==> config.mk <==
export PLATFORM = sky130hd
export DESIGN_NAME = dbg_stream_fifo
export DESIGN_NICKNAME = d
export VERILOG_FILES = /design/src/hw/dbg_ram_pkg.sv /design/src/hw/dbg_stream_fifo.sv
export SDC_FILE = /design/constraint.sdc
export NUM_CORES = 1
export LEC_CHECK = 0
export BUFFER_PORTS_ARGS = -buffer_cell sky130_fd_sc_hd__clkbuf_2
export CAP_MARGIN = 20
export CORE_MARGIN = 5
export CORE_UTILIZATION = 40
export CTS_CLUSTER_DIAMETER = 50
export DETAILED_ROUTE_END_ITERATION = 7
export PLACE_DENSITY_LB_ADDON = 0.3
export SYNTH_ARGS = -nofsm -noshare
export SYNTH_HDL_FRONTEND = slang
export SYNTH_SLANG_ARGS = --single-unit
==> constraint.sdc <==
create_clock -name wb_clk_i -period 2.25 [get_ports wb_clk_i]
set_input_delay 0.225 -clock wb_clk_i [delete_from_list [all_inputs] [get_ports wb_clk_i]]
set_output_delay 0.225 -clock wb_clk_i [all_outputs]
set_load 0.005 [all_outputs]
==> src/hw/dbg_ram_pkg.sv <==
/*
 * Shared definitions for the debug memory port.
 * Bus and RAM sizes, Wishbone B3 cycle and burst type encodings,
 * host stream payloads and the Wishbone request/response bundles.
 */

package dbg_ram_pkg;

  ////////////////////////////////////////////////////////////////////////////
  // Sizes
  ////////////////////////////////////////////////////////////////////////////

  // Wishbone data and address width
  localparam int DW = 32;
  localparam int AW = 32;

  // Byte address bits decoded by the RAM, 4 KiB
  localparam int MEM_ADR_WIDTH = 12;
  // Word address bits, 1024 words
  localparam int WORD_AW = MEM_ADR_WIDTH - 2;

  // Entries per host stream FIFO
  localparam int FIFO_DEPTH = 4;

  ////////////////////////////////////////////////////////////////////////////
  // Encodings
  ////////////////////////////////////////////////////////////////////////////

  // Wishbone B3 cycle type identifier
  typedef enum logic [2:0] {
    CTI_CLASSIC = 3'b000,
    CTI_INCR    = 3'b010,
    CTI_EOB     = 3'b111
  } cti_e;

  // Burst type extension
  typedef enum logic [1:0] {
    BTE_LINEAR = 2'b00,
    BTE_WRAP4  = 2'b01,
    BTE_WRAP8  = 2'b10,
    BTE_WRAP16 = 2'b11
  } bte_e;

  // Command length code, same order as the wrap codes above
  typedef enum logic [1:0] {
    LEN_1  = 2'b00,
    LEN_4  = 2'b01,
    LEN_8  = 2'b10,
    LEN_16 = 2'b11
  } burst_len_e;

  ////////////////////////////////////////////////////////////////////////////
  // Payloads
  ////////////////////////////////////////////////////////////////////////////

  // One host command, a whole burst
  typedef struct packed {
    logic [AW-1:0] adr;
    logic          we;
    logic [3:0]    sel;
    burst_len_e    len;
    logic          wrap;
  } dbg_cmd_t;

  // One response per beat
  typedef struct packed {
    logic [DW-1:0] dat;
    logic          err;
  } dbg_rsp_t;

  // Master side of the bus
  typedef struct packed {
    logic [AW-1:0] adr;
    logic [DW-1:0] dat;
    logic [3:0]    sel;
    logic          we;
    cti_e          cti;
    bte_e          bte;
    logic          cyc;
    logic          stb;
  } wb_req_t;

  // Slave side of the bus
  typedef struct packed {
    logic [DW-1:0] dat;
    logic          ack;
    logic          err;
  } wb_rsp_t;

endpackage
==> src/hw/dbg_stream_fifo.sv <==
/*
 * Small synchronous valid/ready FIFO.
 * Payload type is a parameter, shared by the command and response paths.
 */

`timescale 1ns/1ps

module dbg_stream_fifo #(
  parameter type payload_t = logic [dbg_ram_pkg::DW-1:0]
) (
  input  logic     wb_clk_i,
  input  logic     wb_rst_i,

  input  logic     in_valid_i,
  output logic     in_ready_o,
  input  payload_t in_data_i,

  output logic     out_valid_o,
  input  logic     out_ready_i,
  output payload_t out_data_o
);

  // Storage, no reset needed on payload
  payload_t store_q [dbg_ram_pkg::FIFO_DEPTH];

  logic [$clog2(dbg_ram_pkg::FIFO_DEPTH)-1:0]   wr_ptr_q;
  logic [$clog2(dbg_ram_pkg::FIFO_DEPTH)-1:0]   rd_ptr_q;
  logic [$clog2(dbg_ram_pkg::FIFO_DEPTH+1)-1:0] count_q;
  logic                                         push;
  logic                                         pop;

  always_comb begin
    in_ready_o  = (count_q != dbg_ram_pkg::FIFO_DEPTH);
    out_valid_o = (count_q != '0);
    // Head entry shown directly
    out_data_o  = store_q[rd_ptr_q];
    push        = in_valid_i && in_ready_o;
    pop         = out_valid_o && out_ready_i;
  end

  always_ff @(posedge wb_clk_i) begin
    if (push) begin
      store_q[wr_ptr_q] <= in_data_i;
    end
  end

  // Pointers wrap naturally, depth is a power of two
  always_ff @(posedge wb_clk_i) begin
    if (wb_rst_i) begin
      wr_ptr_q <= '0;
      rd_ptr_q <= '0;
      count_q  <= '0;
    end else begin
      if (push) begin
        wr_ptr_q <= wr_ptr_q + 1'b1;
      end
      if (pop) begin
        rd_ptr_q <= rd_ptr_q + 1'b1;
      end
      // Push and pop together keep the level
      if (push && !pop) begin
        count_q <= count_q + 1'b1;
      end else if (pop && !push) begin
        count_q <= count_q - 1'b1;
      end
    end
  end

  // Offer refused on a full buffer waits with the same payload
  assert property (@(posedge wb_clk_i) disable iff (wb_rst_i)
    in_valid_i && !in_ready_o |=> in_valid_i && $stable(in_data_i));

endmodule

# After elaboration in Yosys (flattened, before gate mapping)
# Memory sizes are Yosys's and may differ from the RTL's. A register that Yosys moved wholly into a read port is not among the register bits.
# Index checks and enable logic that the tools add are counted.
[word_totals]
ram_bits = 128
ff_bits = 7
memories = 1
input_bits = 36
out_inout_bits = 34
[op_classes]
eq_ne = 1
n_reduce_logical = 8
muxes = 6
add_sub_neg = 4
[mem_list]
columns = ["memory", "depth", "word_bits", "rd", "rd_clocked_by_memory_dff", "write_ports", "line", "rtl"]
rows = [
  ["store_q", 4, 32, 1, 1, 1, "dbg_stream_fifo.sv:24", "payload_t store_q [dbg_ram_pkg::FIFO_DEPTH];"],
]
[op_table]
columns = ["op", "n"]
rows = [
  ["3-bit 2-to-1 mux", 2],
  ["2-bit by 1-bit adder with 2-bit output, second input constant", 2],
  ["1-bit logical AND", 4],
  ["2-bit 2-to-1 mux", 2],
  ["3-bit by 1-bit adder with 3-bit output, second input constant", 1],
  ["3-bit inequality test, second input constant", 1],
  ["3-bit nonzero test", 1],
  ["3-bit by 1-bit subtractor with 3-bit output, second input constant", 1],
  ["1-bit zero test", 2],
  ["1-bit 2-to-1 mux", 2],
  ["2-bit nonzero test", 1],
]

# Depth between registers and ports, before layout
[depth]
depth_word = 6
depth_mapped = 8
depth_no_buf = 8

# Least setup slack after synthesis
# No wires, ideal clock.
[synth_path]
path_type = "register to register"
startpoint = "reg count_q[0] (netlist bit)"
endpoint = "reg count_q[2] (netlist bit)"
required_time_ps = 2180
setup_slack_ps = 229
stages_incl_launch_ff = 9
synth_period_minus_slack_ps = 2021
arrival_ps = 1950
n_path_buf = 0
path_cell_list = "dfxtp_1 -> nor2_1 -> a21boi_4 -> ha_1 -> inv_1 -> fa_1 -> xor2_1 -> or3_1 -> a21oi_1"
[synth_between]
elab_chain_cells = 5
elab_cells_between_ends = 13
classes_between = "add/sub: 2; eq/ne: 1; mux: 2; reduce/logical: 8"
[synth_rtl]
columns = ["item", "line", "rtl"]
rows = [
  ["from (decl)", "dbg_stream_fifo.sv:28", "logic [$clog2(dbg_ram_pkg::FIFO_DEPTH+1)-1:0] count_q;"],
  ["from (signal assigned)", "dbg_stream_fifo.sv:62", "count_q <= count_q + 1'b1;"],
  ["from (signal assigned)", "dbg_stream_fifo.sv:64", "count_q <= count_q - 1'b1;"],
  ["3-bit inequality test *", "dbg_stream_fifo.sv:33", "in_ready_o = (count_q != dbg_ram_pkg::FIFO_DEPTH);"],
  ["1-bit logical AND *", "dbg_stream_fifo.sv:37", "push = in_valid_i && in_ready_o;"],
  ["named net push", "dbg_stream_fifo.sv:29", "logic push;"],
  ["1-bit zero test", "dbg_stream_fifo.sv:63", "end else if (pop && !push) begin"],
  ["1-bit logical AND", "dbg_stream_fifo.sv:63", ""],
  ["2-bit nonzero test (no source line)", "-", ""],
]
# The timed path passes the listed nets; every way through them passes the cells marked *. The select of a mux whose other input is x is not followed.
# A chain may end at the register's enable or synchronous reset.

# Worst setup path after layout
# Ends and elaborated chain as after synthesis.

==> results.toml <==
[final_layout]
syn_to_final_growth_pct = 21.88
fill_cells = 1074
layout_commonest_cell = "edfxtp_1"
layout_common_cells = "128 x edfxtp_1, 69 x clkbuf_2, 30 x mux4_2, 17 x clkbuf_16, 11 x buf_4"
final_nets = 350
antennaDiodeCount = 0
fin_util = 0.4960
final_cells = 492
layout-drive-gt1-share = 0.4531

[setup_path]
worstPathMaxFanout = 6
worstReg2RegEnd = "count_q[2]"
worst_setup_path_start_kind = "flop"
r2r_cells = 8
timing.rr.start = "count_q[0]"
endpoint = "count_q[2]"
r2r_slack_ns = 0.17
cp.required_ns = 2.59
arrival_ns = 2.42
crit_start = "count_q[0]"
cp-end-kind = "flop"
critPathKind = "flop to flop"

[synth]
ys_ff_latch = 137
synthCells = 215
syn_avg_cell_area_um2 = 23.89
yosys.area.top_type = "edfxtp_1"
yosysTopAreaCellShare = 0.7484
seq_area_frac_synth = 0.7834
syn_area_um2 = 5136
synthTopCellsByArea = "edfxtp_1 75%, mux4_2 13%, dfxtp_1 3.5%, ha_1 1.2%, buf_12 1.2%"
ys_warn_count = 0
syn_nets = 257
ys_types = 24

[pwr]
clkPwrFrac = 0.338
comb_power_share = 0.205
vdd_drop_max_uv = 503.2
power.total_mw = 7.179
switching_power_mw = 1.758
pwr-share-seq = 0.457
p_sw_frac = 0.2449
intPower_mw = 5.421
leakage_nw = 2.177
powerDensity_nw_per_um2 = 1147

[clocking]
cts_tree = "done"
cts_num_sinks = 137
cts-buffers-inserted = 17
clockBufferDepth = 2
post_cts_buffers = 0
cts_root_buffer = "clkbuf_16"
htreeDepth = 4
clk_pin_slew_worst_paths_ns = 0.06
clkLatencyLatePin_ns = 0.40

[floorplanning]
core_area_um2 = 12620
die_w_um = 123.3
die_area_um2 = 15210
die_y_um = 123.3
start_util = 0.4070
ioPinCount = 70
row_count = 41

[timing]
fin_tns_setup_ns = 0
hold_viol_final = 0
fmax_mhz = 480.0
tightest_slew_ns = 0.4635
finalMaxSlewViolations = 0
fin_crit_ns = 2.083
setup_viol = 0
finalCritPeriodShare = 0.9258
relSlewSlack = 0.6910
rsz0062_at_grt = "no"
finClkSkew_ns = 0.008757

[drt]
routed_wl_um = 8745
drt_iter0_drc = 173
remaining_drc_errors = 0
vias = 2326
via_per_inst = 4.728
dr.pass1.iters = 4
ant_nets = 0
wl_per_cell_um = 17.77

[hold_path]
hp-start = "in_data_i[25]"
hp-class = "primary input to flop"

[global_route]
antenna_found_initial = 0
grt_use_met1 = 0.1677
grtUsageTotal = 0.1254
grt_util_met2 = 0.1923
met3_usage = 0.04803
grt_pass1_wl_um = 13850
grt.busiest_layer = "met2"
gr-total-overflow = 0
grt_pass1_vias = 2514
grt_max_degree = 33

[outcome]
status = "completed"

[place]
placed_cells = 461
hpwl_um = 5543
io_buffers = 69
gp_congestion = 0.6816

[job]
drv_cap = 0
==> flip-flops by register name (all words and copies together) (netlist names), named ones only <==
register and count:
count_q 3, wr_ptr_q 2, store_q 128, rd_ptr_q 2
==> cell usage after synthesis <==
library cell and instances:
a21boi_4 1, a21oi_1 1, and2_1 4, buf_12 3, buf_2 3, buf_6 1, clkbuf_1 1, dfxtp_1 9
edfxtp_1 128, fa_1 1, ha_1 5, inv_1 3, mux2_1 1, mux2i_1 2, mux4_1 2, mux4_2 30
nand2_1 1, nand2b_1 2, nor2_1 8, o21ai_0 1, o311ai_1 1, o31ai_2 1, or3_1 2, xor2_1 4
==> power groups by stage <==
stage | logic [mW] | registers [mW] | clock network [mW]
after floorplan | 1.06 | 3.23 | 0
after global placement | 1.51 | 3.33 | 0
after CTS | 1.52 | 3.29 | 2.47
final | 1.47 | 3.28 | 2.42
after global routing | 1.64 | 3.32 | 2.60
after detailed placement | 1.51 | 3.34 | 0
==> worst min-delay path by stage <==
| stage | end | slack (ns) | cells after the start |
|---|---|---|---|
| finish | store_q[2][25] | 0.04 | 1 |
| global route | store_q[2][25] | 0.02 | 1 |
| CTS | store_q[2][25] | 0.03 | 1 |
| detailed placement | store_q[2][25] | 0.44 | 1 |
| global placement | store_q[0][13] | 0.44 | 1 |
| floorplan | store_q[0][0] | 0.32 | 0 |
==> critical path, cell delays in order (launching register included) <==
cell and delay (ns):
dfxtp_1 0.46, nor2_1 0.13, a21boi_4 0.17, ha_1 0.21, inv_1 0.06, fa_1 0.38
xor2_1 0.17, or3_1 0.30, a21oi_1 0.13
==> metal layers <==
layer / share of wire / wire, µm / up-vias
met2: 0.48 / 4235 / 52
li1: - / - / 1085
met1: 0.46 / 3996 / 1180
met4: 0.010 / 89 / 0
met5: 0 / 0 / -
met3: 0.048 / 423 / 9
==> layout make-up <==
cell class / count / area, µm² / area share
clock inverters: 10 / 80.08 / 0.01279
flip-flops and latches: 137 / 4029 / 0.6436
well taps: 172 / 215.2 / 0.03438
repair buffers: 82 / 467.9 / 0.07476
inverters: 3 / 11.26 / 0.001799
clock buffers: 21 / 440.4 / 0.07036
multi-input cells: 67 / 1016 / 0.1623
==> through the flow <==
stage	cell area [µm²]	setup slack, ns	hold slack (ns)
floorplan	5136	0.2294	0.3239
global placement	5737	0.2562	0.4415
detailed placement	5737	0.1619	0.4437
CTS	6257	0.005495	0.02635
global route	6260	0.01229	0.01824
finish	6260	0.1668	0.03972
==> timing repair <==
action	CTS	global route
setup endpoints to repair	0	16
hold buffers	0	0
gates resized for setup	0	1
==> logic make-up after synthesis <==
group	synth area share
DFF	0.7834
muxes	0.1479
and+or+nand+nor	0.01632
buffers and inverters	0.01973
adders and majority gates	0.01608
AOI/OAI and AO/OA	0.009743
xor gates and xnor gates	0.006820
Power figures use the tool's default switching activity.
