**src/hw/dbg_ram_pkg.sv**
```systemverilog
/*
 * Shared definitions for the debug memory port.
 * Bus and RAM sizes, Wishbone B3 cycle and burst type encodings,
 * host stream payloads and the Wishbone request/response bundles.
 */

package dbg_ram_pkg;

  ////////////////////////////////////////////////////////////////////////////
  // Sizes
  ////////////////////////////////////////////////////////////////////////////

  // Wishbone data and address width
  localparam int DW = 32;
  localparam int AW = 32;

  // Byte address bits decoded by the RAM, 4 KiB
  localparam int MEM_ADR_WIDTH = 12;
  // Word address bits, 1024 words
  localparam int WORD_AW = MEM_ADR_WIDTH - 2;

  // Entries per host stream FIFO
  localparam int FIFO_DEPTH = 4;

  ////////////////////////////////////////////////////////////////////////////
  // Encodings
  ////////////////////////////////////////////////////////////////////////////

  // Wishbone B3 cycle type identifier
  typedef enum logic [2:0] {
    CTI_CLASSIC = 3'b000,
    CTI_INCR    = 3'b010,
    CTI_EOB     = 3'b111
  } cti_e;

  // Burst type extension
  typedef enum logic [1:0] {
    BTE_LINEAR = 2'b00,
    BTE_WRAP4  = 2'b01,
    BTE_WRAP8  = 2'b10,
    BTE_WRAP16 = 2'b11
  } bte_e;

  // Command length code, same order as the wrap codes above
  typedef enum logic [1:0] {
    LEN_1  = 2'b00,
    LEN_4  = 2'b01,
    LEN_8  = 2'b10,
    LEN_16 = 2'b11
  } burst_len_e;

  ////////////////////////////////////////////////////////////////////////////
  // Payloads
  ////////////////////////////////////////////////////////////////////////////

  // One host command, a whole burst
  typedef struct packed {
    logic [AW-1:0] adr;
    logic          we;
    logic [3:0]    sel;
    burst_len_e    len;
    logic          wrap;
  } dbg_cmd_t;

  // One response per beat
  typedef struct packed {
    logic [DW-1:0] dat;
    logic          err;
  } dbg_rsp_t;

  // Master side of the bus
  typedef struct packed {
    logic [AW-1:0] adr;
    logic [DW-1:0] dat;
    logic [3:0]    sel;
    logic          we;
    cti_e          cti;
    bte_e          bte;
    logic          cyc;
    logic          stb;
  } wb_req_t;

  // Slave side of the bus
  typedef struct packed {
    logic [DW-1:0] dat;
    logic          ack;
    logic          err;
  } wb_rsp_t;

endpackage
```
**src/hw/wb_burst_fsm.sv**
```systemverilog
/*
 * Burst engine for the debug memory port.
 * Turns one host command into one Wishbone B3 cycle, feeds write data,
 * returns one response per beat and flushes aborted bursts.
 */

`timescale 1ns/1ps

module wb_burst_fsm (
  input  logic                            wb_clk_i,
  input  logic                            wb_rst_i,

  input  logic                            cmd_valid_i,
  output logic                            cmd_ready_o,
  input  dbg_ram_pkg::dbg_cmd_t           cmd_i,

  input  logic                            wdata_valid_i,
  output logic                            wdata_ready_o,
  input  logic [dbg_ram_pkg::DW-1:0]      wdata_i,

  output logic                            rsp_valid_o,
  input  logic                            rsp_ready_i,
  output dbg_ram_pkg::dbg_rsp_t           rsp_o,

  output dbg_ram_pkg::wb_req_t            wb_req_o,
  input  dbg_ram_pkg::wb_rsp_t            wb_rsp_i,

  output logic                            cnt_load_o,
  output logic                            cnt_advance_o,
  input  logic [dbg_ram_pkg::WORD_AW-1:0] cnt_word_adr_i,
  input  logic                            cnt_last_i
);

  typedef enum logic [1:0] {
    IDLE,
    BUS,
    FLUSH
  } state_e;

  state_e                       state_q;
  state_e                       state_d;
  dbg_ram_pkg::dbg_cmd_t        cmd_q;
  // Write word taken for the current beat, held until ack
  logic [dbg_ram_pkg::DW-1:0]   wdata_q;
  logic                         have_wd_q;
  logic                         beat_ok;
  logic                         beat_done;
  logic                         flush_done;
  logic                         wd_take;

  ////////////////////////////////////////////////////////////////////////////
  // Bus side
  ////////////////////////////////////////////////////////////////////////////

  always_comb begin
    // Reads always ready, writes need a word
    beat_ok = !cmd_q.we || have_wd_q || wdata_valid_i;

    wb_req_o.adr = {cmd_q.adr[dbg_ram_pkg::AW-1:dbg_ram_pkg::MEM_ADR_WIDTH],
                    cnt_word_adr_i, 2'b00};
    wb_req_o.dat = have_wd_q ? wdata_q : wdata_i;
    wb_req_o.sel = cmd_q.sel;
    wb_req_o.we  = cmd_q.we;
    wb_req_o.cyc = (state_q == BUS);
    // Stall with stb low on full response FIFO or missing write data
    wb_req_o.stb = wb_req_o.cyc && beat_ok && rsp_ready_i;

    if (cmd_q.len == dbg_ram_pkg::LEN_1) begin
      wb_req_o.cti = dbg_ram_pkg::CTI_CLASSIC;
    end else if (cnt_last_i) begin
      wb_req_o.cti = dbg_ram_pkg::CTI_EOB;
    end else begin
      wb_req_o.cti = dbg_ram_pkg::CTI_INCR;
    end

    // Length codes line up with the wrap codes
    if (cmd_q.wrap && (cmd_q.len != dbg_ram_pkg::LEN_1)) begin
      wb_req_o.bte = dbg_ram_pkg::bte_e'(cmd_q.len);
    end else begin
      wb_req_o.bte = dbg_ram_pkg::BTE_LINEAR;
    end
  end

  ////////////////////////////////////////////////////////////////////////////
  // Host side
  ////////////////////////////////////////////////////////////////////////////

  always_comb begin
    cmd_ready_o = (state_q == IDLE);
    cnt_load_o  = cmd_valid_i && cmd_ready_o;

    beat_done = (state_q == BUS) && (wb_rsp_i.ack || wb_rsp_i.err);

    // Word taken as stb rises; in flush just drained
    wdata_ready_o = cmd_q.we && rsp_ready_i &&
                    (((state_q == BUS) && !have_wd_q) || (state_q == FLUSH));
    wd_take       = wdata_ready_o && wdata_valid_i && (state_q == BUS);

    // Flush beats only wait on write data
    rsp_valid_o = beat_done ||
                  ((state_q == FLUSH) && (!cmd_q.we || wdata_valid_i));
    rsp_o.dat   = ((state_q == BUS) && !cmd_q.we) ? wb_rsp_i.dat : '0;
    rsp_o.err   = (state_q == FLUSH) || wb_rsp_i.err;
    flush_done  = (state_q == FLUSH) && rsp_valid_o && rsp_ready_i;

    cnt_advance_o = beat_done || flush_done;
  end

  ////////////////////////////////////////////////////////////////////////////
  // State
  ////////////////////////////////////////////////////////////////////////////

  always_comb begin
    state_d = state_q;
    case (state_q)
      IDLE: begin
        if (cmd_valid_i) begin
          state_d = BUS;
        end
      end
      BUS: begin
        if (beat_done && cnt_last_i) begin
          state_d = IDLE;
        end else if (beat_done && wb_rsp_i.err) begin
          state_d = FLUSH;
        end
      end
      FLUSH: begin
        if (flush_done && cnt_last_i) begin
          state_d = IDLE;
        end
      end
      default: state_d = IDLE;
    endcase
  end

  always_ff @(posedge wb_clk_i) begin
    if (wb_rst_i) begin
      state_q   <= IDLE;
      have_wd_q <= 1'b0;
    end else begin
      state_q   <= state_d;
      // Take and ack in one cycle leaves nothing held
      have_wd_q <= (have_wd_q || wd_take) && !beat_done;
    end
  end

  always_ff @(posedge wb_clk_i) begin
    if (cnt_load_o) begin
      cmd_q <= cmd_i;
    end
    if (wd_take) begin
      wdata_q <= wdata_i;
    end
  end

  // stb held until the slave answers
  assert property (@(posedge wb_clk_i) disable iff (wb_rst_i)
    wb_req_o.stb && !(wb_rsp_i.ack || wb_rsp_i.err) |=> wb_req_o.stb);

endmodule

```
**config.mk**
```make
export PLATFORM = sky130hd
export DESIGN_NAME = wb_burst_fsm
export DESIGN_NICKNAME = d
export VERILOG_FILES = /design/src/hw/dbg_ram_pkg.sv /design/src/hw/wb_burst_fsm.sv
export SDC_FILE = /design/constraint.sdc
export NUM_CORES = 1
export LEC_CHECK = 0
export BUFFER_PORTS_ARGS = -buffer_cell sky130_fd_sc_hd__buf_2
export CORE_AREA = 2 2 92 94
export DETAILED_ROUTE_END_ITERATION = 8
export DIE_AREA = 0 0 94 96
export PLACE_DENSITY = 0.83
export SLEW_MARGIN = 10
export SYNTH_ARGS = -nofsm -noshare
export SYNTH_HDL_FRONTEND = slang
export SYNTH_SLANG_ARGS = --single-unit
export TNS_END_PERCENT = 100
```
**constraint.sdc**
```tcl
create_clock -name wb_clk_i -period 3.5 [get_ports wb_clk_i]
set_input_delay 0 -clock wb_clk_i [delete_from_list [all_inputs] [get_ports wb_clk_i]]
set_output_delay 0 -clock wb_clk_i [all_outputs]
set_load 0.03 [all_outputs]
```
# Yosys cells after proc, flatten, opt, wreduce, memory -nomap -nowiden

Cells that the tools add are included.

Multiplexer cells: 10
Reductions and logical operators: 34
Eq/ne operators: 5

Operators by type and width:

| operator             | number |
|---|---|
| $mux W32             | 2 |
| $logic_and A1 B1 Y1  | 18 |
| $mux W2              | 5 |
| $logic_or A1 B1 Y1   | 9 |
| $mux W3              | 2 |
| $pmux W2 S3          | 1 |
| $logic_not A2 Y1     | 2 |
| $logic_not A1 Y1     | 3 |
| $ne A3 B1 Y1 const B | 1 |
| $reduce_and A3 Y1    | 1 |
| $eq A2 B1 Y1 const B | 1 |
| $eq A2 B2 Y1 const B | 1 |
| $ne A2 B1 Y1 const B | 1 |
| $ne A2 B2 Y1 const B | 1 |
| $reduce_bool A2 Y1   | 1 |

Output and inout bits: 114
Input bits: 122
Logic and storage cells: 57
Register bits after elaboration: 75

# Longest topological paths before layout

Gate-level depths: netlist (run 1).

Word-level depth: 9
Mapped depth: 4
Depth with buffers taken out: 4

# Least setup slack after synthesis (run 1)

Ideal clock, no wire load.

Kind: reg-to-reg
Start point: reg have_wd_q
End point: reg wdata_q[0] in the netlist's numbering (enable)
Cell stages (with the launch flop): 4
Data required time: 3.077 ns
Path slack: 1.081 ns
Clock period less this slack: 2.419 ns
Setup time: 0.423 ns
Path buffers: 1
Arrival time: 1.997 ns
Path through: dfxtp_1 > buf_2 > nand4b_1 > nor2_1

Cells in the longest elaborated chain, start to end: 6

RTL lines:

| item                              | line                | text |
|---|---|---|
| from (decl)                       | wb_burst_fsm.sv:45  | `logic have_wd_q;` |
| from (signal assigned)            | wb_burst_fsm.sv:144 | `have_wd_q <= (have_wd_q \|\| wd_take) && !beat_done;` |
| $logic_not A1 Y1                  | wb_burst_fsm.sv:96  | `(((state_q == BUS) && !have_wd_q) \|\| (state_q == FLUSH));` |
| $logic_and A1 B1 Y1               | wb_burst_fsm.sv:96  |  |
| $logic_or A1 B1 Y1                | wb_burst_fsm.sv:96  |  |
| $logic_and A1 B1 Y1               | wb_burst_fsm.sv:95  | `wdata_ready_o = cmd_q.we && rsp_ready_i &&` |
| $logic_and A1 B1 Y1 (2 in series) | wb_burst_fsm.sv:97  | `wd_take = wdata_ready_o && wdata_valid_i && (state_q == BUS);` |
| named net wd_take                 | wb_burst_fsm.sv:49  | `logic wd_take;` |
| to (signal assigned)              | wb_burst_fsm.sv:153 | `wdata_q <= wdata_i;` |
| to (decl)                         | wb_burst_fsm.sv:44  | `logic [dbg_ram_pkg::DW-1:0] wdata_q;` |

The timed path passes the listed nets, and every way through them passes these cells.
A chain may end at the register's enable or synchronous reset.

# Worst setup path after layout (run 1)

Start point: reg state_q[0]
End point: out cnt_load_o

Cells in the longest elaborated chain, start to end: 2

RTL lines:

| item                   | line                | text |
|---|---|---|
| from (decl)            | wb_burst_fsm.sv:40  | `state_e state_q;` |
| from (signal assigned) | wb_burst_fsm.sv:142 | `state_q <= state_d;` |
| $logic_not A2 Y1       | wb_burst_fsm.sv:89  | `cmd_ready_o = (state_q == IDLE);` |
| $logic_and A1 B1 Y1    | wb_burst_fsm.sv:90  | `cnt_load_o = cmd_valid_i && cmd_ready_o;` |
| to (decl)              | wb_burst_fsm.sv:28  | `output logic cnt_load_o,` |

No other way between the ends.

==> results by group, run 1 <==
Finish
  – Layout cells sized above 1: about three fifths
  – Layout area overhead: 56.1%
  – ANT cells: 0
  – Nets: 561
  – Fillers: about 650

Min path
  – Worst Hold Path Cells: 0
  – Hold Crit Start: cnt_word_adr_i[0]
  – Worst Hold Path EP: wb_req_o[46]
  – Class of the worst hold path: in2out

Synthesis
  – Most instantiated library cell after synthesis: edfxtp_1
  – Synth warnings: 0
  – Top cell type's share of synthesized area: 60.0%
  – Async set-reset flop share out of synthesis: 0%
  – FF+latch count, synth: 63
  – Cell taking the most area after synthesis: edfxtp_1
  – Gate Count Post-Synth: a little over 200
  – Synthesized area per cell: between 10 and 15 sq um
  – Synth top cells by count: edfxtp_1 (60), buf_4 (41), and2_1 (36)
  – Most used DFF post-synth: edfxtp_1
  – Cell Area, Synth: around 3000 sq um
  – Seq/Total Area, Yosys: between 60% and 70%
  – Synth cell types: 28
  – Post-synth EDFFs: 60
  – Top post-synthesis cells by area: edfxtp_1 (60%), mux2_2 (12%), buf_4 (10%)

Run status
  – Status: completed

GRT
  – GR Overflow Total: 0
  – Vias in the first global route: 2532
  – First-pass GRT wire length: about 13 mm
  – Largest net degree at the start of global routing: 36
  – Total global routing track utilization: approximately a fifth
  – Initial antenna violation count: 0

Flow run
  – Max-cap violations: 0

Floorplanning
  – Boundary pin count: 236
  – Initial Util: a little under two fifths
  – Chip Width: approximately 94 um
  – Die footprint: ~9000 sq um
  – Core area: approximately 8100 sq um
  – Chip height: ~96 um
  – Rows: 33

Setup path
  – CP delay by family, top: simple AND/OR/NAND/NOR gates
  – R2r setup slk: between 1500 and 2000 ps
  – R2R cell count: 5
  – Worst path slowest cell: and2_2
  – CP required: ~3500 ps
  – Cell breakdown of the critical path: nor2_1 -> and2_2 -> buf_2
  – Crit start category: register
  – Crit path max fanout: 29
  – Launch point of the worst reg-to-reg path: state_q[1]$_SDFFE_PP0P_
  – Buf/Inv on CP: 1
  – Reg-to-reg endpoint: state_q[0]$_SDFFE_PP0P_
  – WP data arrival: between 1500 and 2000 ps
  – Crit path kind: reg2out
  – CP max stage delay: between 600 and 700 ps
  – Crit. End Element: output pin

Power and ir drop
  – Static Leak: ~2.2 nW
  – Power, Total: roughly 2.1 mW
  – Pwr Density: 448 nW/um^2
  – VDD IR-drop max: about 0.00029 V

Route
  – First DRT Iteration DRCs: just under 70
  – Routed len/inst: between 15 and 20 um
  – Vias: around 2500
  – Detailed Route WL: approximately 8.8 mm
  – Final ANT Viol Nets: 0
  – Vias per cell: about 4.5
  – DRC: 0
  – Router iterations before antenna repair: 4

CTS
  – Clk sinks: 63
  – Root Driver: clkbuf_8
  – Max Buffers Root-to-Sink: 2
  – Total CTS buffers: 9
  – Clock tree from TritonCTS: built
  – Gates resized, CTS repair: 0
  – Clock latency on the worst-skew pair: between 300 and 400 ps
  – Post-CTS Setup Bufs: 0
  – H-tree Lvls: 3
  – Worst-path clk slew: about 70 ps

STA
  – Clock Skew: roughly 16 ps
  – Fin crit period: roughly 1800 ps
  – Part of the cycle the worst path needs: between 50% and 60%
  – Least-Margin Pin Slew: about 660 ps
  – Worst rel slew slack: 56.3%
  – Final hold vios: 0
  – Max Fclk: 541 MHz
  – Fin Setup TNS: 0 ps
  – Final setup vio count: 0
  – Slew Limit Fails: 0
  – RSZ-0062 raised after global routing: no

Place
  – Port bufs: about 200
  – Routability Congestion: 0.819
  – Detailed placer's ending HPWL: approximately 6 mm
metrics by stage:
| stage | instances | util, % | worst slack, ps | cell area (sq um) | hold WS [ps] |
|---|---|---|---|---|---|
| final | 549 | 58.2 | 1650 | 4690 | 0.00840 |
| after floorplan | 208 | - | 1080 | 3010 | 72.4 |
| after global routing | 549 | 58.2 | 1460 | 4690 | 0.0678 |
| after global placement | 471 | 47.4 | 1680 | 3820 | 0.222 |
| after CTS | 549 | 58.2 | 1180 | 4690 | 0.222 |
| after detailed placement | 471 | 47.4 | 1530 | 3820 | 0.222 |
layout make-up:
cell class | instances | area [sq um] | share of cell area (%)
Sequential cell | 63 | 1860 | 39.7
Timing Repair Buffer | 265 | 1640 | 35.0
Multi-Input combinational cell | 97 | 792 | 16.9
Tap cell | 105 | 131 | 2.80
Clock inverter | 7 | 128 | 2.72
Clock buffer | 9 | 124 | 2.64
Inverter | 3 | 11.3 | 0.240
registers in the layout, summed over array words and instances (netlist names):
| register | cells |
|---|---|
| wb_req_o | 25 |
| state_q | 2 |
| have_wd_q | 1 |
| cmd_q | 3 |
| wdata_q | 32 |
cell families (layout without fill, tap and decap cells):
logic type	count (synthesis)	after routing	synth area share, %
muxes	32	32	12.0
buffers and inverters	48	284	11.9
other	1	2	0.125
AOI/OAI and AO/OA	12	12	2.96
DFF	63	63	62.0
and+or+nand+nor	51	51	11.0
power by group:
group | internal (mW) | switching (mW)
Sequential | 0.867 | 0.0129
Clock | 0.483 | 0.308
Combinational | 0.171 | 0.260
layout by cell type (no fill, tap or decap), types with 2 or more instances in the layout:
cell,instances
and2_1,35
buf_2,201
buf_4,2
bufinv_16,3
clkbuf_8,9
clkinv_4,2
conb_1,2
dfxtp_1,3
dlygate4sd3_1,62
edfxtp_1,60
inv_1,2
mux2_2,32
nand2b_1,2
nor2_1,2
nor3_1,2
o211a_1,3
o21ai_0,4
worst max-delay path by stage:
stage	cells after the start	startpoint	to
CTS	3	state_q[0]$_SDFFE_PP0P_	cnt_load_o
finish	3	state_q[0]$_SDFFE_PP0P_	cnt_load_o
global placement	2	state_q[0]$_SDFFE_PP0P_	wb_req_o[9]$_DFFE_PP_
detailed placement	2	state_q[0]$_SDFFE_PP0P_	wb_req_o[10]$_DFFE_PP_
global route	3	state_q[0]$_SDFFE_PP0P_	cnt_load_o
floorplan	3	have_wd_q$_SDFF_PP0_	wdata_q[0]$_DFFE_PP_
timing repair:
action                     in CTS  in global routing
hold endpoints to repair       63                  0
hold buffers                   62                  0
setup endpoints to repair       0                  0
worst register-to-register path, cell delays in order, from the launching register on:
cell           delay, ps
dfxtp_1              380
nand2b_4             200
inv_2                 80
a22oi_1              170
nor2_1                50
dlygate4sd3_1        550
per-layer routing:
| metal | track usage (%) | share of wire (%) |
|---|---|---|
| met5 | 0 | 0 |
| met1 | 19.8 | 36 |
| met3 | 5.72 | 7.3 |
| met2 | 35.6 | 55 |
| met4 | 7.73 | 1.7 |
(Power assumes the default switching activity.)
==> inputs of run 2 (changes only) <==
--- a/config.mk
+++ b/config.mk
@@ -6,10 +6,10 @@
 export NUM_CORES = 1
 export LEC_CHECK = 0
 export BUFFER_PORTS_ARGS = -buffer_cell sky130_fd_sc_hd__buf_2
-export CORE_AREA = 2 2 92 94
+export CORE_AREA = 2 2 90 92
 export DETAILED_ROUTE_END_ITERATION = 8
-export DIE_AREA = 0 0 94 96
-export PLACE_DENSITY = 0.83
+export DIE_AREA = 0 0 92 94
+export PLACE_DENSITY = 0.86
 export SLEW_MARGIN = 10
 export SYNTH_ARGS = -nofsm -noshare
 export SYNTH_HDL_FRONTEND = slang
==> constraint.sdc (replaced) <==
create_clock -name wb_clk_i -period 1.89 [get_ports wb_clk_i]
set_input_delay 0 -clock wb_clk_i [delete_from_list [all_inputs] [get_ports wb_clk_i]]
set_output_delay 0 -clock wb_clk_i [all_outputs]
set_load 0.03 [all_outputs]
==> run 2 against run 1 <==
  * Sequential power up 85%
  * Sequential share of layout area up 0.053 points
  * Register-to-register slack worse by 1700 ps
  * Design area down 0.13%
  * Wire length down 6.3%
  * Global-route usage down 0.42 points
  * Count of clock-buffer cells in the layout unchanged
  * Utilization up 3.3 points
  * Setup slack worse by 1400 ps
  * Combinational power up 87%
  * Critical endpoint is now wb_req_o[16]
  * Largest cell class unchanged
==> results by group, run 2 (same netlist as run 1, synthesis figures left out) <==
CTS
  – Post-CTS Setup Bufs: 0 (unchanged)
  – Clk sinks: 63 (unchanged)
  – Total CTS buffers: 9 (unchanged)
  – H-tree Lvls: 3 (unchanged)
  – Gates resized, CTS repair: 0 (unchanged)
  – Root Driver: clkbuf_8 (unchanged)
  – Worst-path clk slew: 70 ps (about the same)
  – CTS hold repair buffers: 62 (unchanged)
  – Clock latency on the worst-skew pair: 330 ps (was 350 ps)
  – Clock tree from TritonCTS: built (unchanged)
  – Max Buffers Root-to-Sink: 2 (unchanged)

Power and ir drop
  – Power, Total: 3.68 mW (was 2.10 mW)
  – Static Leak: 2.17 nW (was 2.18 nW)
  – VDD IR-drop max: 0.000582 V (was 0.000290 V)
  – Pwr Density: 785 nW/um^2 (was 448 nW/um^2)

Flow run
  – Max-cap violations: 0 (unchanged)

Floorplanning
  – Die footprint: 8650 sq um (was 9020 sq um)
  – Chip Width: 92 um (was 94 um)
  – Core area: 7610 sq um (was 8050 sq um)
  – Chip height: 94 um (was 96 um)
  – Rows: 32 (was 33)
  – Boundary pin count: 236 (unchanged)
  – Initial Util: 39.5% (was 37.3%)

Finish
  – ANT cells: 0 (unchanged)
  – Most frequent cells in the layout: buf_2 (201), dlygate4sd3_1 (62), edfxtp_1 (60) (unchanged)
  – Fillers: 611 (was 654)
  – Layout cells sized above 1: 58.0% (was 58.1%)
  – Max FFs per register: 32 (unchanged)
  – Nets: 562 (was 561)
  – Commonest non-fill, non-tap cell in the layout: buf_2 (unchanged)
  – Register with the most flip-flops: wdata_q (unchanged)
  – Layout area overhead: 55.9% (was 56.1%)

Route
  – Final ANT Viol Nets: 0 (unchanged)
  – Router iterations before antenna repair: 4 (unchanged)
  – Detailed Route WL: 8.22 mm (was 8.77 mm)
  – Vias per cell: 4.44 (was 4.47)
  – Vias: 2428 (was 2455)
  – Routed len/inst: 15.0 um (was 16.0 um)
  – DRC: 0 (unchanged)
  – First DRT Iteration DRCs: 67 (was 68)

Setup path
  – Crit. End Element: output pin (unchanged)
  – Crit path kind: reg2out (unchanged)
  – Worst setup path startpoint: have_wd_q$_SDFF_PP0_ (was state_q[0]$_SDFFE_PP0P_)
  – Crit start category: register (unchanged)
  – Reg-to-reg endpoint: state_q[0]$_SDFFE_PP0P_ (unchanged)
  – Crit path max fanout: 35 (was 29)
  – Worst setup endpoint: wb_req_o[16] (was cnt_load_o)
  – Launch point of the worst reg-to-reg path: state_q[1]$_SDFFE_PP0P_ (unchanged)
  – CP required: 1890 ps (was 3500 ps)
  – WP data arrival: 1650 ps (was 1850 ps)
  – R2R cell count: 5 (unchanged)
  – R2r setup slk: 290 ps (was 1950 ps)

Run status
  – Status: completed (unchanged)

GRT
  – Total global routing track utilization: 18.6% (was 19.0%)
  – Largest net degree at the start of global routing: 36 (unchanged)
  – Initial antenna violation count: 0 (unchanged)
  – GR Overflow Total: 0 (unchanged)
  – First-pass GRT wire length: 12.2 mm (was 12.6 mm)
  – Vias in the first global route: 2531 (was 2532)

STA
  – Worst setup margin: 236 ps (was 1650 ps)
  – Part of the cycle the worst path needs: about 88%
  – Slew Limit Fails: 0 (unchanged)
  – Fin Setup TNS: 0 ps (unchanged)
  – Max Fclk: between 600 and 700 MHz
  – Clock Skew: 8.48 ps (was 15.7 ps)
  – RSZ-0062 raised after global routing: no (unchanged)
  – Fin crit period: about 1700 ps
  – Final hold vios: 0 (unchanged)
  – Final setup vio count: 0 (unchanged)

Place
  – Detailed placer's ending HPWL: 5.55 mm (was 6.04 mm)
  – Routability Congestion: 0.737 (was 0.819)
  – DP Worst Slack: 505 ps (was 1530 ps)
  – Port bufs: 201 (unchanged)

Min path
  – Class of the worst hold path: in2out (unchanged)
[run 2: changes by cell type in the layout (fill, tap and decap cells not counted)]
cell / delta
buf_12: +2
buf_4: -1
bufinv_16: -1
clkinv_1: +1
clkinv_2: +3
clkinv_4: -1
inv_6: -1
inv_8: -1
nor2_2: -1
nor2_4: +1
[run 2: metal layers]
| layer | vias up | share of wire (%) | global-route usage, % |
|---|---|---|---|
| met3 | 29 | 7.3 | 6.18 |
| met1 | 1127 | 38 | 19.9 |
| met5 | - | 0 | 0 |
| li1 | 1156 | - | - |
| met4 | 0 | 2.8 | 8.96 |
| met2 | 116 | 52 | 33.0 |
[run 2: metrics by stage]
step	hold WS (ps)	util, %	cell area (sq um)	instances
after floorplan	72.4	-	3020	208
after global placement	0.354	50.6	3850	469
after detailed placement	0.354	50.6	3850	469
after CTS	0.354	61.6	4680	547
after global routing	0.0606	61.6	4680	547
final	0.0116	61.6	4680	547
[run 2: layout make-up]
cell class	count	area [sq um]	area share, %
inverter	3	11.3	0.240
multi-input combinational	97	797	17.0
clock inverter	7	87.6	1.87
sequential	63	1860	39.8
clock buffer	9	124	2.64
tap	102	128	2.73
timing repair buffer	266	1670	35.7
[run 2: power by group]
| group | internal (mW) | total [mW] | switching [mW] |
|---|---|---|---|
| sequential | 1.61 | 1.63 | 0.0254 |
| clock | 0.733 | 1.24 | 0.507 |
| combinational | 0.328 | 0.807 | 0.479 |
[run 2: worst min-delay path by stage]
| stage | end | cells after the start | start |
|---|---|---|---|
| after floorplan | state_q[0]$_SDFFE_PP0P_ | 1 | wb_rst_i |
| after global placement | wb_req_o[46] | 0 | cnt_word_adr_i[0] |
| after detailed placement | wb_req_o[46] | 0 | cnt_word_adr_i[0] |
| after CTS | wb_req_o[46] | 0 | cnt_word_adr_i[0] |
| after global routing | wb_req_o[51] | 0 | cnt_word_adr_i[5] |
| final | wb_req_o[52] | 0 | cnt_word_adr_i[6] |
[run 2: worst max-delay path: stages (launching register included)]
cell and delay, ps:
dfxtp_1 330, buf_4 390, mux2_2 390, buf_2 180
==> inputs of run 3 (changes only) <==
--- a/config.mk
+++ b/config.mk
@@ -9,6 +9,7 @@
 export CORE_AREA = 2 2 90 92
 export DETAILED_ROUTE_END_ITERATION = 8
 export DIE_AREA = 0 0 92 94
+export HOLD_SLACK_MARGIN = 0.15
 export PLACE_DENSITY = 0.86
 export SLEW_MARGIN = 10
 export SYNTH_ARGS = -nofsm -noshare
==> run 3 against run 2 <==
  * Combinational power is 6.6% higher
  * Final cell count up 2.6%
  * Power rose by 1.5%
  * Sequential cell count unchanged
  * Global-route usage rose by 0.90 points
  * Critical endpoint is now have_wd_q$_SDFF_PP0_
  * Largest cell class unchanged
==> results by group, run 3 (same netlist as run 1, synthesis figures left out) <==
GRT
  – Largest net degree at the start of global routing: 36 (unchanged)
  – GR Overflow Total: 0 (unchanged)
  – M2 GR Usage: 35.4% (was 33.0%)
  – Total global routing track utilization: 19.5% (was 18.6%)
  – Grt met1 use: 20.3% (was 19.9%)
  – First-pass GRT wire length: 12.7 mm (was 12.2 mm)
  – M3 GR Usage: 6.58% (was 6.18%)
  – Vias in the first global route: 2605 (was 2531)
  – Top Usage Layer GRT: met2 (unchanged)
  – Initial antenna violation count: 0 (unchanged)

STA
  – Part of the cycle the worst path needs: 89.7% (was 87.5%)
  – Slew Limit Fails: 0 (unchanged)
  – RSZ-0062 raised after global routing: no (unchanged)
  – Max Fclk: 590 MHz (was 604 MHz)
  – Fin crit period: 1700 ps (was 1650 ps)
  – Clock Skew: 8.30 ps (was 8.48 ps)
  – Worst hold slack: 187 ps (was 0.0116 ps)
  – Final hold vios: 0 (unchanged)
  – Final setup vio count: 0 (unchanged)
  – Fin Setup TNS: 0 ps (unchanged)

Place
  – Port bufs: 201 (unchanged)
  – Routability Congestion: 0.737 (unchanged)
  – Detailed placer's ending HPWL: 5.55 mm (unchanged)

CTS
  – Clock latency on the worst-skew pair: 330 ps (about the same)
  – Clk sinks: 63 (unchanged)
  – Max Buffers Root-to-Sink: 2 (unchanged)
  – Root Driver: clkbuf_8 (unchanged)
  – Total CTS buffers: 9 (unchanged)
  – Gates resized, CTS repair: 0 (unchanged)
  – H-tree Lvls: 3 (unchanged)
  – Clock tree from TritonCTS: built (unchanged)
  – Worst-path clk slew: 70 ps (about the same)

Power and ir drop
  – Sw frac: 28.0% (was 27.5%)
  – Static Leak: 2.23 nW (was 2.17 nW)
  – Power, Total: 3.73 mW (was 3.68 mW)
  – Clk pwr share: 33.2% (was 33.7%)
  – Logic pwr share: 23.0% (was 21.9%)
  – Pint: 2.69 mW (was 2.67 mW)
  – Pwr Density: 773 nW/um^2 (was 785 nW/um^2)
  – Net Sw Power: 1.04 mW (was 1.01 mW)
  – VDD IR-drop max: 0.000582 V (about the same)
  – Flop pwr share: 43.7% (was 44.3%)

Finish
  – Util after Layout: 63.4% (was 61.6%)
  – ANT cells: 0 (unchanged)
  – Layout area overhead: 60.6% (was 55.9%)
  – Most frequent cells in the layout: buf_2 (201), dlygate4sd3_1 (76), edfxtp_1 (60) (was buf_2 (201), dlygate4sd3_1 (62), edfxtp_1 (60))
  – Fillers: 593 (was 611)
  – Layout cells sized above 1: 56.2% (was 58.0%)
  – Max FFs per register: 32 (unchanged)
  – Commonest non-fill, non-tap cell in the layout: buf_2 (unchanged)
  – Register with the most flip-flops: wdata_q (unchanged)
  – Nets: 576 (was 562)

Route
  – Vias: 2499 (was 2428)
  – Detailed Route WL: 8.67 mm (was 8.22 mm)
  – DRC: 0 (unchanged)
  – Vias per cell: 4.45 (was 4.44)
  – Final ANT Viol Nets: 0 (unchanged)
  – Router iterations before antenna repair: 5 (was 4)
  – First DRT Iteration DRCs: 61 (was 67)
  – Routed len/inst: 15.5 um (was 15.0 um)

Setup path
  – Crit. End Element: register (was output pin)
  – CP required: 2120 ps (was 1890 ps)
  – Crit path max fanout: 6 (was 35)
  – Crit start category: register (unchanged)
  – WP data arrival: 1920 ps (was 1650 ps)
  – Crit path kind: reg2reg (was reg2out)

Floorplanning
  – Die footprint: 8650 sq um (unchanged)
  – Chip Width: 92 um (unchanged)
  – Chip height: 94 um (unchanged)
  – Boundary pin count: 236 (unchanged)
  – Initial Util: 39.5% (unchanged)
  – Rows: 32 (unchanged)
  – Core area: 7610 sq um (unchanged)

Run status
  – Status: completed (unchanged)

Min path
  – Class of the worst hold path: in2reg (was in2out)

Flow run
  – Max-cap violations: 0 (unchanged)
-- run 3: changes by cell type in the layout (fill, tap and decap cells not counted), sizes merged --
cell / delta
dlygate4sd3: +14
-- run 3: metal layers --
metal,share of wire (%),vias to the layer above,wire [um]
li1,-,1186,-
met1,37,1147,3230
met2,53,145,4580
met3,7.3,21,632
met4,2.6,0,225
met5,0,-,0
-- run 3: critical path: stages, from the launching register on --
cell and delay [ps]:
dfxtp_1 470, nand2b_4 140, inv_2 120, o21ai_0 150, dlygate4sd3_1 600, o211a_1 120
-- run 3: timing repair --
item	CTS	global route
hold buffers	76	0
buffers inserted	0	0
hold endpoints to repair	73	0
-- run 3: area by class of cell --
| type | instances | area, sq um | area share [%] |
|---|---|---|---|
| sequential | 63 | 1860 | 38.6 |
| timing repair buffer | 280 | 1810 | 37.6 |
| multi-input combinational | 97 | 797 | 16.5 |
| tap | 102 | 128 | 2.65 |
| clock buffer | 9 | 124 | 2.57 |
| clock inverter | 7 | 87.6 | 1.82 |
| inverter | 3 | 11.3 | 0.233 |
-- run 3: power groups by stage --
stage	logic [mW]	registers [mW]	clock network [mW]
2_1_floorplan	0.542	1.66	0
4_1_cts	0.855	1.63	1.28
6_report	0.860	1.63	1.24
5_1_grt	0.913	1.64	1.35
3_5_place_dp	0.704	1.66	0
3_3_place_gp	0.693	1.66	0
-- run 3: final timing paths --
kind / slack, ps / end / cells past startpoint / from
worst max-delay path: 190 / have_wd_q$_SDFF_PP0_ / 5 / state_q[0]$_SDFFE_PP0P_
worst max register to register: 190 / have_wd_q$_SDFF_PP0_ / 5 / state_q[0]$_SDFFE_PP0P_
worst min register to register: 710 / state_q[1]$_SDFFE_PP0P_ / 2 / state_q[1]$_SDFFE_PP0P_
worst min-delay path: 190 / state_q[1]$_SDFFE_PP0P_ / 4 / cmd_valid_i
-- run 3: metrics by stage --
step	instance area (sq um)	std cells	setup slack, ps
after global routing	4820	561	86.1
after global placement	3850	469	532
after detailed placement	3850	469	505
after floorplan	3020	208	21.2
after CTS	4820	561	198
final	4820	561	194
